<file path="config.mk">
export PLATFORM = sky130hd
export DESIGN_NAME = com_tracker_top
export DESIGN_NICKNAME = d
export VERILOG_FILES = /design/src/hdl/video_pkg.sv /design/src/hdl/tally_if.sv /design/src/hdl/video_timing.sv /design/src/hdl/mask_tally.sv /design/src/hdl/com_divider.sv /design/src/hdl/crosshair_overlay.sv /design/src/hdl/com_tracker_top.sv
export SDC_FILE = /design/constraint.sdc
export NUM_CORES = 1
export LEC_CHECK = 0
export CAP_MARGIN = 20
export CORE_AREA = 2 2 246 248
export DETAILED_ROUTE_END_ITERATION = 12
export DIE_AREA = 0 0 248 250
export DONT_BUFFER_PORTS = 1
export GPL_ROUTABILITY_DRIVEN = 0
export HOLD_SLACK_MARGIN = 0.15
export PLACE_DENSITY = 0.39
export RECOVER_POWER = 25
export REMOVE_ABC_BUFFERS = 1
export SKIP_CTS_REPAIR_TIMING = 1
export SLEW_MARGIN = 20
export SYNTH_ARGS = -nofsm -noshare
export SYNTH_HDL_FRONTEND = slang
export SYNTH_SLANG_ARGS = --single-unit
</file>
<file path="constraint.sdc">
create_clock -name clk_pixel -period 28.7 [get_ports clk_pixel]
set_input_delay 2.87 -clock clk_pixel [delete_from_list [all_inputs] [get_ports clk_pixel]]
set_output_delay 2.87 -clock clk_pixel [all_outputs]
set_load 0.02 [all_outputs]
</file>
<file path="src/hdl/video_pkg.sv">
package video_pkg;

    // pixel data
    typedef logic [7:0] channel_t;       // one 8 bit color channel

    // raster positions, sized for 1280x720 plus blanking
    typedef logic [10:0] hcount_t;       // horizontal position
    typedef logic [9:0]  vcount_t;       // vertical position

    // per-frame tally
    typedef logic [31:0] sum_t;          // sum of x or y over one frame
    typedef logic [20:0] count_t;        // masked pixel count, 1280*720 fits

    // channel selector, code 3 picks nothing and the mask stays low
    typedef logic [1:0] channel_sel_t;

    localparam channel_sel_t SEL_GREEN = 2'd0;
    localparam channel_sel_t SEL_RED   = 2'd1;
    localparam channel_sel_t SEL_BLUE  = 2'd2;

    // crosshair pixels are written full white
    localparam channel_t CROSS_LEVEL = '1;

endpackage

</file>
<file path="src/hdl/tally_if.sv">
`timescale 1ns/1ps

// one frame's tally, passed over a four-phase req/ack handshake
interface tally_if;
    import video_pkg::*;

    logic   req;     // producer has a stable tally
    logic   ack;     // consumer has latched it
    sum_t   x_sum;   // sum of masked x coordinates
    sum_t   y_sum;   // sum of masked y coordinates
    count_t count;   // number of masked pixels

    modport producer (
        output req, x_sum, y_sum, count,
        input  ack
    );

    modport consumer (
        input  req, x_sum, y_sum, count,
        output ack
    );

endinterface

</file>
<file path="src/hdl/video_timing.sv">
`timescale 1ns/1ps

module video_timing #(
    parameter int H_ACTIVE = 1280,
    parameter int H_FRONT  = 110,
    parameter int H_SYNC   = 40,
    parameter int H_BACK   = 220,
    parameter int V_ACTIVE = 720,
    parameter int V_FRONT  = 5,
    parameter int V_SYNC   = 5,
    parameter int V_BACK   = 20
) (
    input  logic               clk_pixel,
    input  logic               recent_reset,
    output video_pkg::hcount_t hcount,
    output video_pkg::vcount_t vcount,
    output logic               hsync,
    output logic               vsync,
    output logic               active_draw,
    output logic               new_frame
);
    import video_pkg::*;

    localparam int H_TOTAL  = H_ACTIVE + H_FRONT + H_SYNC + H_BACK;
    localparam int V_TOTAL  = V_ACTIVE + V_FRONT + V_SYNC + V_BACK;
    localparam int HS_START = H_ACTIVE + H_FRONT;    // first hsync column
    localparam int VS_START = V_ACTIVE + V_FRONT;    // first vsync line

    hcount_t h_next;   // position for the next cycle
    vcount_t v_next;
    logic    line_end; // last column of a line

    // next raster position, flags below are decoded from it so they line up
    // with the registered counters
    always_comb begin
        line_end = (hcount == hcount_t'(H_TOTAL - 1));
        h_next   = line_end ? '0 : hcount + 1'b1;
        v_next   = vcount;
        if (line_end) begin
            v_next = (vcount == vcount_t'(V_TOTAL - 1)) ? '0 : vcount + 1'b1;
        end
    end

    always_ff @(posedge clk_pixel) begin
        if (recent_reset) begin
            hcount      <= '0;
            vcount      <= '0;
            hsync       <= 1'b0;
            vsync       <= 1'b0;
            active_draw <= 1'b0;
            new_frame   <= 1'b0;
        end else begin
            hcount      <= h_next;
            vcount      <= v_next;
            active_draw <= (h_next < hcount_t'(H_ACTIVE)) && (v_next < vcount_t'(V_ACTIVE));
            hsync       <= (h_next >= hcount_t'(HS_START))
                        && (h_next < hcount_t'(HS_START + H_SYNC));  // active high
            vsync       <= (v_next >= vcount_t'(VS_START))
                        && (v_next < vcount_t'(VS_START + V_SYNC));
            // one column past the last active pixel of the last active line
            new_frame   <= (h_next == hcount_t'(H_ACTIVE)) && (v_next == vcount_t'(V_ACTIVE - 1));
        end
    end

    // frame marker is a single cycle wide
    a_new_frame_pulse : assert property (@(posedge clk_pixel) disable iff (recent_reset)
        new_frame |=> !new_frame)
        else $error("new_frame held for two cycles");

endmodule

</file>
<file path="src/hdl/mask_tally.sv">
`timescale 1ns/1ps

module mask_tally (
    input  logic                    clk_pixel,
    input  logic                    recent_reset,
    input  video_pkg::channel_sel_t channel_sel,
    input  video_pkg::channel_t     lower_bound,
    input  video_pkg::channel_t     upper_bound,
    input  video_pkg::channel_t     red_in,
    input  video_pkg::channel_t     green_in,
    input  video_pkg::channel_t     blue_in,
    input  video_pkg::hcount_t      hcount,
    input  video_pkg::vcount_t      vcount,
    input  logic                    active_draw,
    input  logic                    new_frame,
    tally_if.producer               tally
);
    import video_pkg::*;

    typedef enum logic [1:0] {S_IDLE, S_REQUESTING, S_RELEASING} hs_state_t;

    hs_state_t state;
    channel_t  chan;         // selected channel value
    logic      chan_ok;      // selector points at a real channel
    logic      in_range;
    logic      mask_d;       // registered mask bit
    hcount_t   x_d;          // coordinates aligned with mask_d
    vcount_t   y_d;
    logic      new_frame_d;  // frame end, one cycle late so the last pixel lands
    sum_t      x_acc;        // running sums for the current frame
    sum_t      y_acc;
    count_t    n_acc;

    always_comb begin
        chan_ok = 1'b1;
        case (channel_sel)
            SEL_GREEN: chan = green_in;
            SEL_RED:   chan = red_in;
            SEL_BLUE:  chan = blue_in;
            default: begin
                chan    = '0;
                chan_ok = 1'b0;    // no channel, nothing passes
            end
        endcase
        in_range = chan_ok && (chan >= lower_bound) && (chan <= upper_bound);  // inclusive
    end

    always_ff @(posedge clk_pixel) begin
        x_d <= hcount;
        y_d <= vcount;
        if (recent_reset) begin
            mask_d      <= 1'b0;
            new_frame_d <= 1'b0;
            x_acc       <= '0;
            y_acc       <= '0;
            n_acc       <= '0;
            state       <= S_IDLE;
            tally.req   <= 1'b0;
        end else begin
            mask_d      <= in_range && active_draw;
            new_frame_d <= new_frame;
            if (new_frame_d) begin
                // sums restart every frame, sent or not
                x_acc <= '0;
                y_acc <= '0;
                n_acc <= '0;
            end else if (mask_d) begin
                x_acc <= x_acc + sum_t'(x_d);
                y_acc <= y_acc + sum_t'(y_d);
                n_acc <= n_acc + 1'b1;
            end
            case (state)
                S_IDLE: if (new_frame_d && !tally.ack) begin
                    tally.x_sum <= x_acc;   // only loaded with req and ack low
                    tally.y_sum <= y_acc;
                    tally.count <= n_acc;
                    tally.req   <= 1'b1;
                    state       <= S_REQUESTING;
                end
                S_REQUESTING: if (tally.ack) begin
                    tally.req <= 1'b0;
                    state     <= S_RELEASING;
                end
                S_RELEASING: if (!tally.ack) state <= S_IDLE;  // frames ending here are dropped
                default: state <= S_IDLE;
            endcase
        end
    end

    // req only drops after the consumer answered
    a_req_held : assert property (@(posedge clk_pixel) disable iff (recent_reset)
        $fell(tally.req) |-> $past(tally.ack))
        else $error("req fell without ack");

endmodule

</file>
<file path="src/hdl/com_divider.sv">
`timescale 1ns/1ps

module com_divider (
    input  logic               clk_pixel,
    input  logic               recent_reset,
    tally_if.consumer          tally,
    output logic               com_valid,
    output video_pkg::hcount_t x_com,
    output video_pkg::vcount_t y_com
);
    import video_pkg::*;

    localparam int QBITS = $bits(sum_t);       // quotient bits per division
    localparam int RBITS = $bits(count_t) + 1; // remainder plus the shifted-in bit
    localparam int CNT_W = $clog2(QBITS);

    typedef enum logic [1:0] {S_IDLE, S_DIV_X, S_DIV_Y, S_DONE} div_state_t;

    div_state_t       state;
    logic             take;      // accept a tally this cycle
    sum_t             quo;       // dividend shifting out, quotient shifting in
    count_t           rem;       // partial remainder, always below the divisor
    count_t           divisor;
    sum_t             y_data;    // y sum waits here while x is divided
    hcount_t          x_res;
    logic [CNT_W-1:0] bit_cnt;   // quotient bits left, minus one
    logic [RBITS-1:0] shifted;
    logic             fits;
    logic [RBITS-1:0] rem_next;
    sum_t             quo_next;

    assign take = tally.req && !tally.ack && (state == S_IDLE);

    // one restoring step, shared by the x and y passes
    always_comb begin
        shifted  = {rem, quo[QBITS-1]};
        fits     = (shifted >= {1'b0, divisor});
        rem_next = fits ? shifted - {1'b0, divisor} : shifted;
        quo_next = {quo[QBITS-2:0], fits};
    end

    // ack side, may drop while the division is still busy
    always_ff @(posedge clk_pixel) begin
        if (recent_reset) tally.ack <= 1'b0;
        else if (take) tally.ack <= 1'b1;
        else if (tally.ack && !tally.req) tally.ack <= 1'b0;
    end

    always_ff @(posedge clk_pixel) begin
        if (take) begin
            quo     <= tally.x_sum;   // x first
            y_data  <= tally.y_sum;
            divisor <= tally.count;
        end else if (state == S_DIV_X && bit_cnt == '0) begin
            quo <= y_data;
        end else if (state == S_DIV_X || state == S_DIV_Y) begin
            quo <= quo_next;
        end
        rem     <= (take || state == S_DIV_X && bit_cnt == '0) ? '0 : count_t'(rem_next);
        bit_cnt <= (state == S_DIV_X || state == S_DIV_Y) ? bit_cnt - 1'b1 : CNT_W'(QBITS - 1);
        if (state == S_DIV_X && bit_cnt == '0) x_res <= hcount_t'(quo_next);  // mean < H_ACTIVE
        if (recent_reset) begin
            state     <= S_IDLE;
            com_valid <= 1'b0;
            x_com     <= '0;
            y_com     <= '0;
        end else begin
            com_valid <= 1'b0;
            case (state)
                S_IDLE:  if (take && tally.count != '0) state <= S_DIV_X;  // empty frame ignored
                S_DIV_X: if (bit_cnt == '0) state <= S_DIV_Y;
                S_DIV_Y: if (bit_cnt == '0) state <= S_DONE;
                S_DONE: begin
                    com_valid <= 1'b1;
                    x_com     <= x_res;
                    y_com     <= vcount_t'(quo);
                    state     <= S_IDLE;
                end
                default: state <= S_IDLE;
            endcase
        end
    end

    a_ack_on_req : assert property (@(posedge clk_pixel) disable iff (recent_reset)
        $rose(tally.ack) |-> tally.req)
        else $error("ack rose without req");

    a_nonzero_div : assert property (@(posedge clk_pixel) disable iff (recent_reset)
        (state == S_IDLE) ##1 (state == S_DIV_X) |-> (divisor != '0))
        else $error("division started with zero divisor");

endmodule

</file>
<file path="src/hdl/crosshair_overlay.sv">
`timescale 1ns/1ps

module crosshair_overlay (
    input  logic                clk_pixel,
    input  logic                recent_reset,
    input  logic                com_valid,
    input  video_pkg::hcount_t  x_com,
    input  video_pkg::vcount_t  y_com,
    input  video_pkg::hcount_t  hcount,
    input  video_pkg::vcount_t  vcount,
    input  logic                hsync,
    input  logic                vsync,
    input  logic                active_draw,
    input  video_pkg::channel_t red_in,
    input  video_pkg::channel_t green_in,
    input  video_pkg::channel_t blue_in,
    output video_pkg::channel_t red_out,
    output video_pkg::channel_t green_out,
    output video_pkg::channel_t blue_out,
    output logic                hsync_out,
    output logic                vsync_out,
    output logic                active_out
);
    import video_pkg::*;

    hcount_t x_held;    // latest center of mass
    vcount_t y_held;
    hcount_t x_now;     // new value counts in its own cycle
    vcount_t y_now;
    logic    on_cross;

    always_comb begin
        x_now    = com_valid ? x_com : x_held;
        y_now    = com_valid ? y_com : y_held;
        on_cross = (hcount == x_now) || (vcount == y_now);  // column or row hit
    end

    always_ff @(posedge clk_pixel) begin
        red_out   <= on_cross ? CROSS_LEVEL : red_in;
        green_out <= on_cross ? CROSS_LEVEL : green_in;
        blue_out  <= on_cross ? CROSS_LEVEL : blue_in;
        if (recent_reset) begin
            x_held     <= '0;
            y_held     <= '0;
            hsync_out  <= 1'b0;
            vsync_out  <= 1'b0;
            active_out <= 1'b0;
        end else begin
            x_held     <= x_now;
            y_held     <= y_now;
            hsync_out  <= hsync;   // syncs ride along with the pixel
            vsync_out  <= vsync;
            active_out <= active_draw;
        end
    end

endmodule

</file>
<file path="src/hdl/com_tracker_top.sv">
`timescale 1ns/1ps

module com_tracker_top #(
    parameter int H_ACTIVE = 1280,
    parameter int H_FRONT  = 110,
    parameter int H_SYNC   = 40,
    parameter int H_BACK   = 220,
    parameter int V_ACTIVE = 720,
    parameter int V_FRONT  = 5,
    parameter int V_SYNC   = 5,
    parameter int V_BACK   = 20
) (
    input  logic                    clk_pixel,
    input  logic                    recent_reset,
    input  video_pkg::channel_sel_t channel_sel,
    input  video_pkg::channel_t     lower_bound,
    input  video_pkg::channel_t     upper_bound,
    input  video_pkg::channel_t     red_in,
    input  video_pkg::channel_t     green_in,
    input  video_pkg::channel_t     blue_in,
    output video_pkg::hcount_t      hcount,
    output video_pkg::vcount_t      vcount,
    output logic                    hsync,
    output logic                    vsync,
    output logic                    active_draw,
    output logic                    new_frame,
    output video_pkg::channel_t     red_out,
    output video_pkg::channel_t     green_out,
    output video_pkg::channel_t     blue_out,
    output logic                    hsync_out,
    output logic                    vsync_out,
    output logic                    active_out,
    output logic                    com_valid,
    output video_pkg::hcount_t      x_com,
    output video_pkg::vcount_t      y_com
);

    tally_if tally ();   // frame tally, mask_tally to com_divider

    video_timing #(
        .H_ACTIVE(H_ACTIVE), .H_FRONT(H_FRONT), .H_SYNC(H_SYNC), .H_BACK(H_BACK),
        .V_ACTIVE(V_ACTIVE), .V_FRONT(V_FRONT), .V_SYNC(V_SYNC), .V_BACK(V_BACK)
    ) timing (
        .clk_pixel(clk_pixel), .recent_reset(recent_reset),
        .hcount(hcount), .vcount(vcount), .hsync(hsync), .vsync(vsync),
        .active_draw(active_draw), .new_frame(new_frame)
    );

    mask_tally tally_gen (
        .clk_pixel(clk_pixel), .recent_reset(recent_reset),
        .channel_sel(channel_sel), .lower_bound(lower_bound), .upper_bound(upper_bound),
        .red_in(red_in), .green_in(green_in), .blue_in(blue_in),
        .hcount(hcount), .vcount(vcount), .active_draw(active_draw), .new_frame(new_frame),
        .tally(tally.producer)
    );

    com_divider divider (
        .clk_pixel(clk_pixel), .recent_reset(recent_reset), .tally(tally.consumer),
        .com_valid(com_valid), .x_com(x_com), .y_com(y_com)
    );

    crosshair_overlay overlay (
        .clk_pixel(clk_pixel), .recent_reset(recent_reset),
        .com_valid(com_valid), .x_com(x_com), .y_com(y_com),
        .hcount(hcount), .vcount(vcount), .hsync(hsync), .vsync(vsync),
        .active_draw(active_draw),
        .red_in(red_in), .green_in(green_in), .blue_in(blue_in),
        .red_out(red_out), .green_out(green_out), .blue_out(blue_out),
        .hsync_out(hsync_out), .vsync_out(vsync_out), .active_out(active_out)
    );

endmodule

</file>
==> results.cfg <==
[sta]
rsz0062_at_grt = false
worst-slew-pin-transition_ps = 1018
hold_violations = 0
slew_violations = 0
slew_headroom_pct = 32.10
finalCritPeriodShare_pct = 15.55
min_period_ps = 4462
timing.setup.tns_ps = 0
max_freq_mhz = 224.1
setup_viol = 0
fin_worst_skew_ps = 21.69

[final_layout]
fillers = 5976
area_delta_synth_final_pct = 13.30
antenna_cells = 0
drive_above_1_share_pct = 8.257
stdcell_area_mm2 = 0.01991
nNetsFinal = 1712

[synth]
synth_area_leaders = edfxtp_1, dfxtp_1, mux2i_1
seq_area_frac_synth_pct = 57.70
synth_area_leader_cell = edfxtp_1
ys_seq_elements = 416
synth_cells = 1607
synth_most_common_cell = dfxtp_1
synthFlopType = dfxtp_1
syn_avg_cell_area_um2 = 10.93
synth_commonest_cells = dfxtp_1, nor2_1, edfxtp_1
yosys_warnings = 0
synth_top_area_share_pct = 30.93
synth_cell_type_count = 70
ys_async_sr_fraction_pct = 0
synth_edf_count = 181
netlist_area_mm2 = 0.01757

[worst_setup_path]
r2r_slack_ps = 25530
required_ps = 29160
worstSetupEndpointType = register
r2r-start = divider.quo[31]$_DFFE_PP_
critPathLaunchType = input pin
worst_r2r_endpoint = divider.rem[14]$_SDFF_PP0_
startpoint = channel_sel[1]
rr_worst_depth = 12
worstPathArrival_ps = 4920
crit_path_end = tally_gen.mask_d$_SDFF_PP0_
worstPathMaxFanout = 10
crit_type = in2reg

[drt]
ant_nets = 0
drc = 0
drt_iter0_markers = 538
num_vias = 11030
wl_per_cell_um = 16.80
drt-vias-per-instance = 4.565
wirelength_um = 40600
dr.pass1.iters = 6

[clock_network]
h-tree-depth = 2
cts_num_sinks = 416
cts.path.max_buffers = 3
clk_latency_ps = 570
cts_made_buffers = 48
cts_tree = built
root_buffer = clkbuf_16
cts.clk_slew.worst_paths_ps = 60

[floorplanning]
fp.dieArea_mm2 = 0.06200
die_w_um = 248
rows = 90
start_util_pct = 29.50
design.core.area_mm2 = 0.05957
boundaryPins = 118
die_h_um = 250

[grt]
antenna_found_initial = 0
grt_max_degree = 94
grt_first_pass_wirelength_um = 64880
grt_usage_pct = 13.34
grt_overflow_total = 0
grt_pass1_vias = 10910

[place]
portBuffers = 0
placed_area_mm2 = 0.01837
post-dp-hpwl_um = 26830

[power]
p_per_area_mw_per_mm2 = 76.80
leakagePower_uw = 0.007193
irDropWorstVdd_mv = 0.05970

[job]
maxCapViolations = 0

[hold_path]
min_path_type = reg2reg

[run_status]
status = finished clean
[cell type report]
cell class	instances	area (um2)	share of cell area, %
Inverter	68	257.7	1.295
Timing Repair Buffer	10	75.07	0.3771
Clock buffer	71	1409	7.076
Sequential cell	416	10140	50.94
Clock inverter	15	126.4	0.6347
Tap cell	782	978.4	4.915
Multi-Input combinational cell	1055	6920	34.76
[layer usage]
layer  track usage (%)  vias to the layer above  share of wire [%]
li1                  -                     5589                  -
met2             21.22                      123                 46
met3             2.129                       72                2.9
met5                 0                        -                  0
met1             18.35                     5250                 48
met4             4.448                        0                2.7
[worst max-delay path: stages]
cell and delay [ps]:
nor2b_1 400, a21oi_1 180, ha_1 290, nand2b_1 140, a21oi_1 140, o21ai_1 80, a31o_2 230, a21o_1 170
a21oi_1 130, o21ai_0 90, and4_1 200
[placed cells by master (no fill, tap or decap), types with 11 or more instances in the layout]
cell and instances:
xor2_1 62, dfxtp_1 233, nor2b_1 17, nand2_1 136, or2_2 30, ha_1 66
inv_1 64, nand4_1 18, nand3_1 46, nor3_1 17, clkbuf_16 49, and3_1 21
nor2_1 189, o21ai_0 70, a21o_1 20, xnor2_1 66, clkbuf_1 12, a21oi_1 71
clkinv_2 11, mux2i_1 98, edfxtp_1 181
[per-stage QoR]
stage               hold slack, ps  util, %  power (uW)  cells  worst slack (ps)
floorplan                    379.5        -       884.1   1539             16930
global placement             393.8    30.84       950.3   2331             23670
detailed placement           394.2    30.84       950.6   2331             23640
CTS                          408.2    33.42        1560   2417             24280
global route                 413.6    33.42        1617   2417             24070
finish                       407.0    33.42        1529   2417             24240
[flip-flops by register name, indices dropped and copies added, names as in the netlist, 21 cells and up]
register               flops
tally_gen.tally.y_sum     32
tally_gen.tally.count     21
tally_gen.n_acc           21
tally_gen.tally.x_sum     32
divider.rem               21
divider.y_data            32
divider.divisor           21
divider.quo               32
tally_gen.y_acc           32
tally_gen.x_acc           32
[how the worst min path moves through the flow]
stage | start | end | slack, ps | cells after the start
detailed placement | divider.bit_cnt[0]$_SDFF_PN1_ | divider.bit_cnt[0]$_SDFF_PN1_ | 390 | 1
CTS | divider.bit_cnt[0]$_SDFF_PN1_ | divider.bit_cnt[0]$_SDFF_PN1_ | 410 | 1
global route | divider.bit_cnt[0]$_SDFF_PN1_ | divider.bit_cnt[0]$_SDFF_PN1_ | 410 | 1
floorplan | divider.bit_cnt[0]$_SDFF_PN1_ | divider.bit_cnt[0]$_SDFF_PN1_ | 380 | 1
finish | divider.bit_cnt[0]$_SDFF_PN1_ | divider.bit_cnt[0]$_SDFF_PN1_ | 410 | 1
global placement | divider.bit_cnt[0]$_SDFF_PN1_ | divider.bit_cnt[0]$_SDFF_PN1_ | 390 | 1
[report_power, final]
part,total (uW),switching (uW),internal [uW],leakage [uW]
registers,701,27.7,674,0.00357
clock network,595,240,356,0.000763
logic,232,139,93.6,0.00286
[cells by family after synthesis]
group                      Yosys count  synth area share, %
DFF                                416                57.70
adders and majority gates           70                5.098
muxes                               98                5.582
xor gates and xnor gates           128                6.380
buffers and inverters              136                3.026
AOI/OAI and AO/OA                  217                7.491
and+or+nand+nor                    542                14.72
Power figures use the tool's default switching activity.
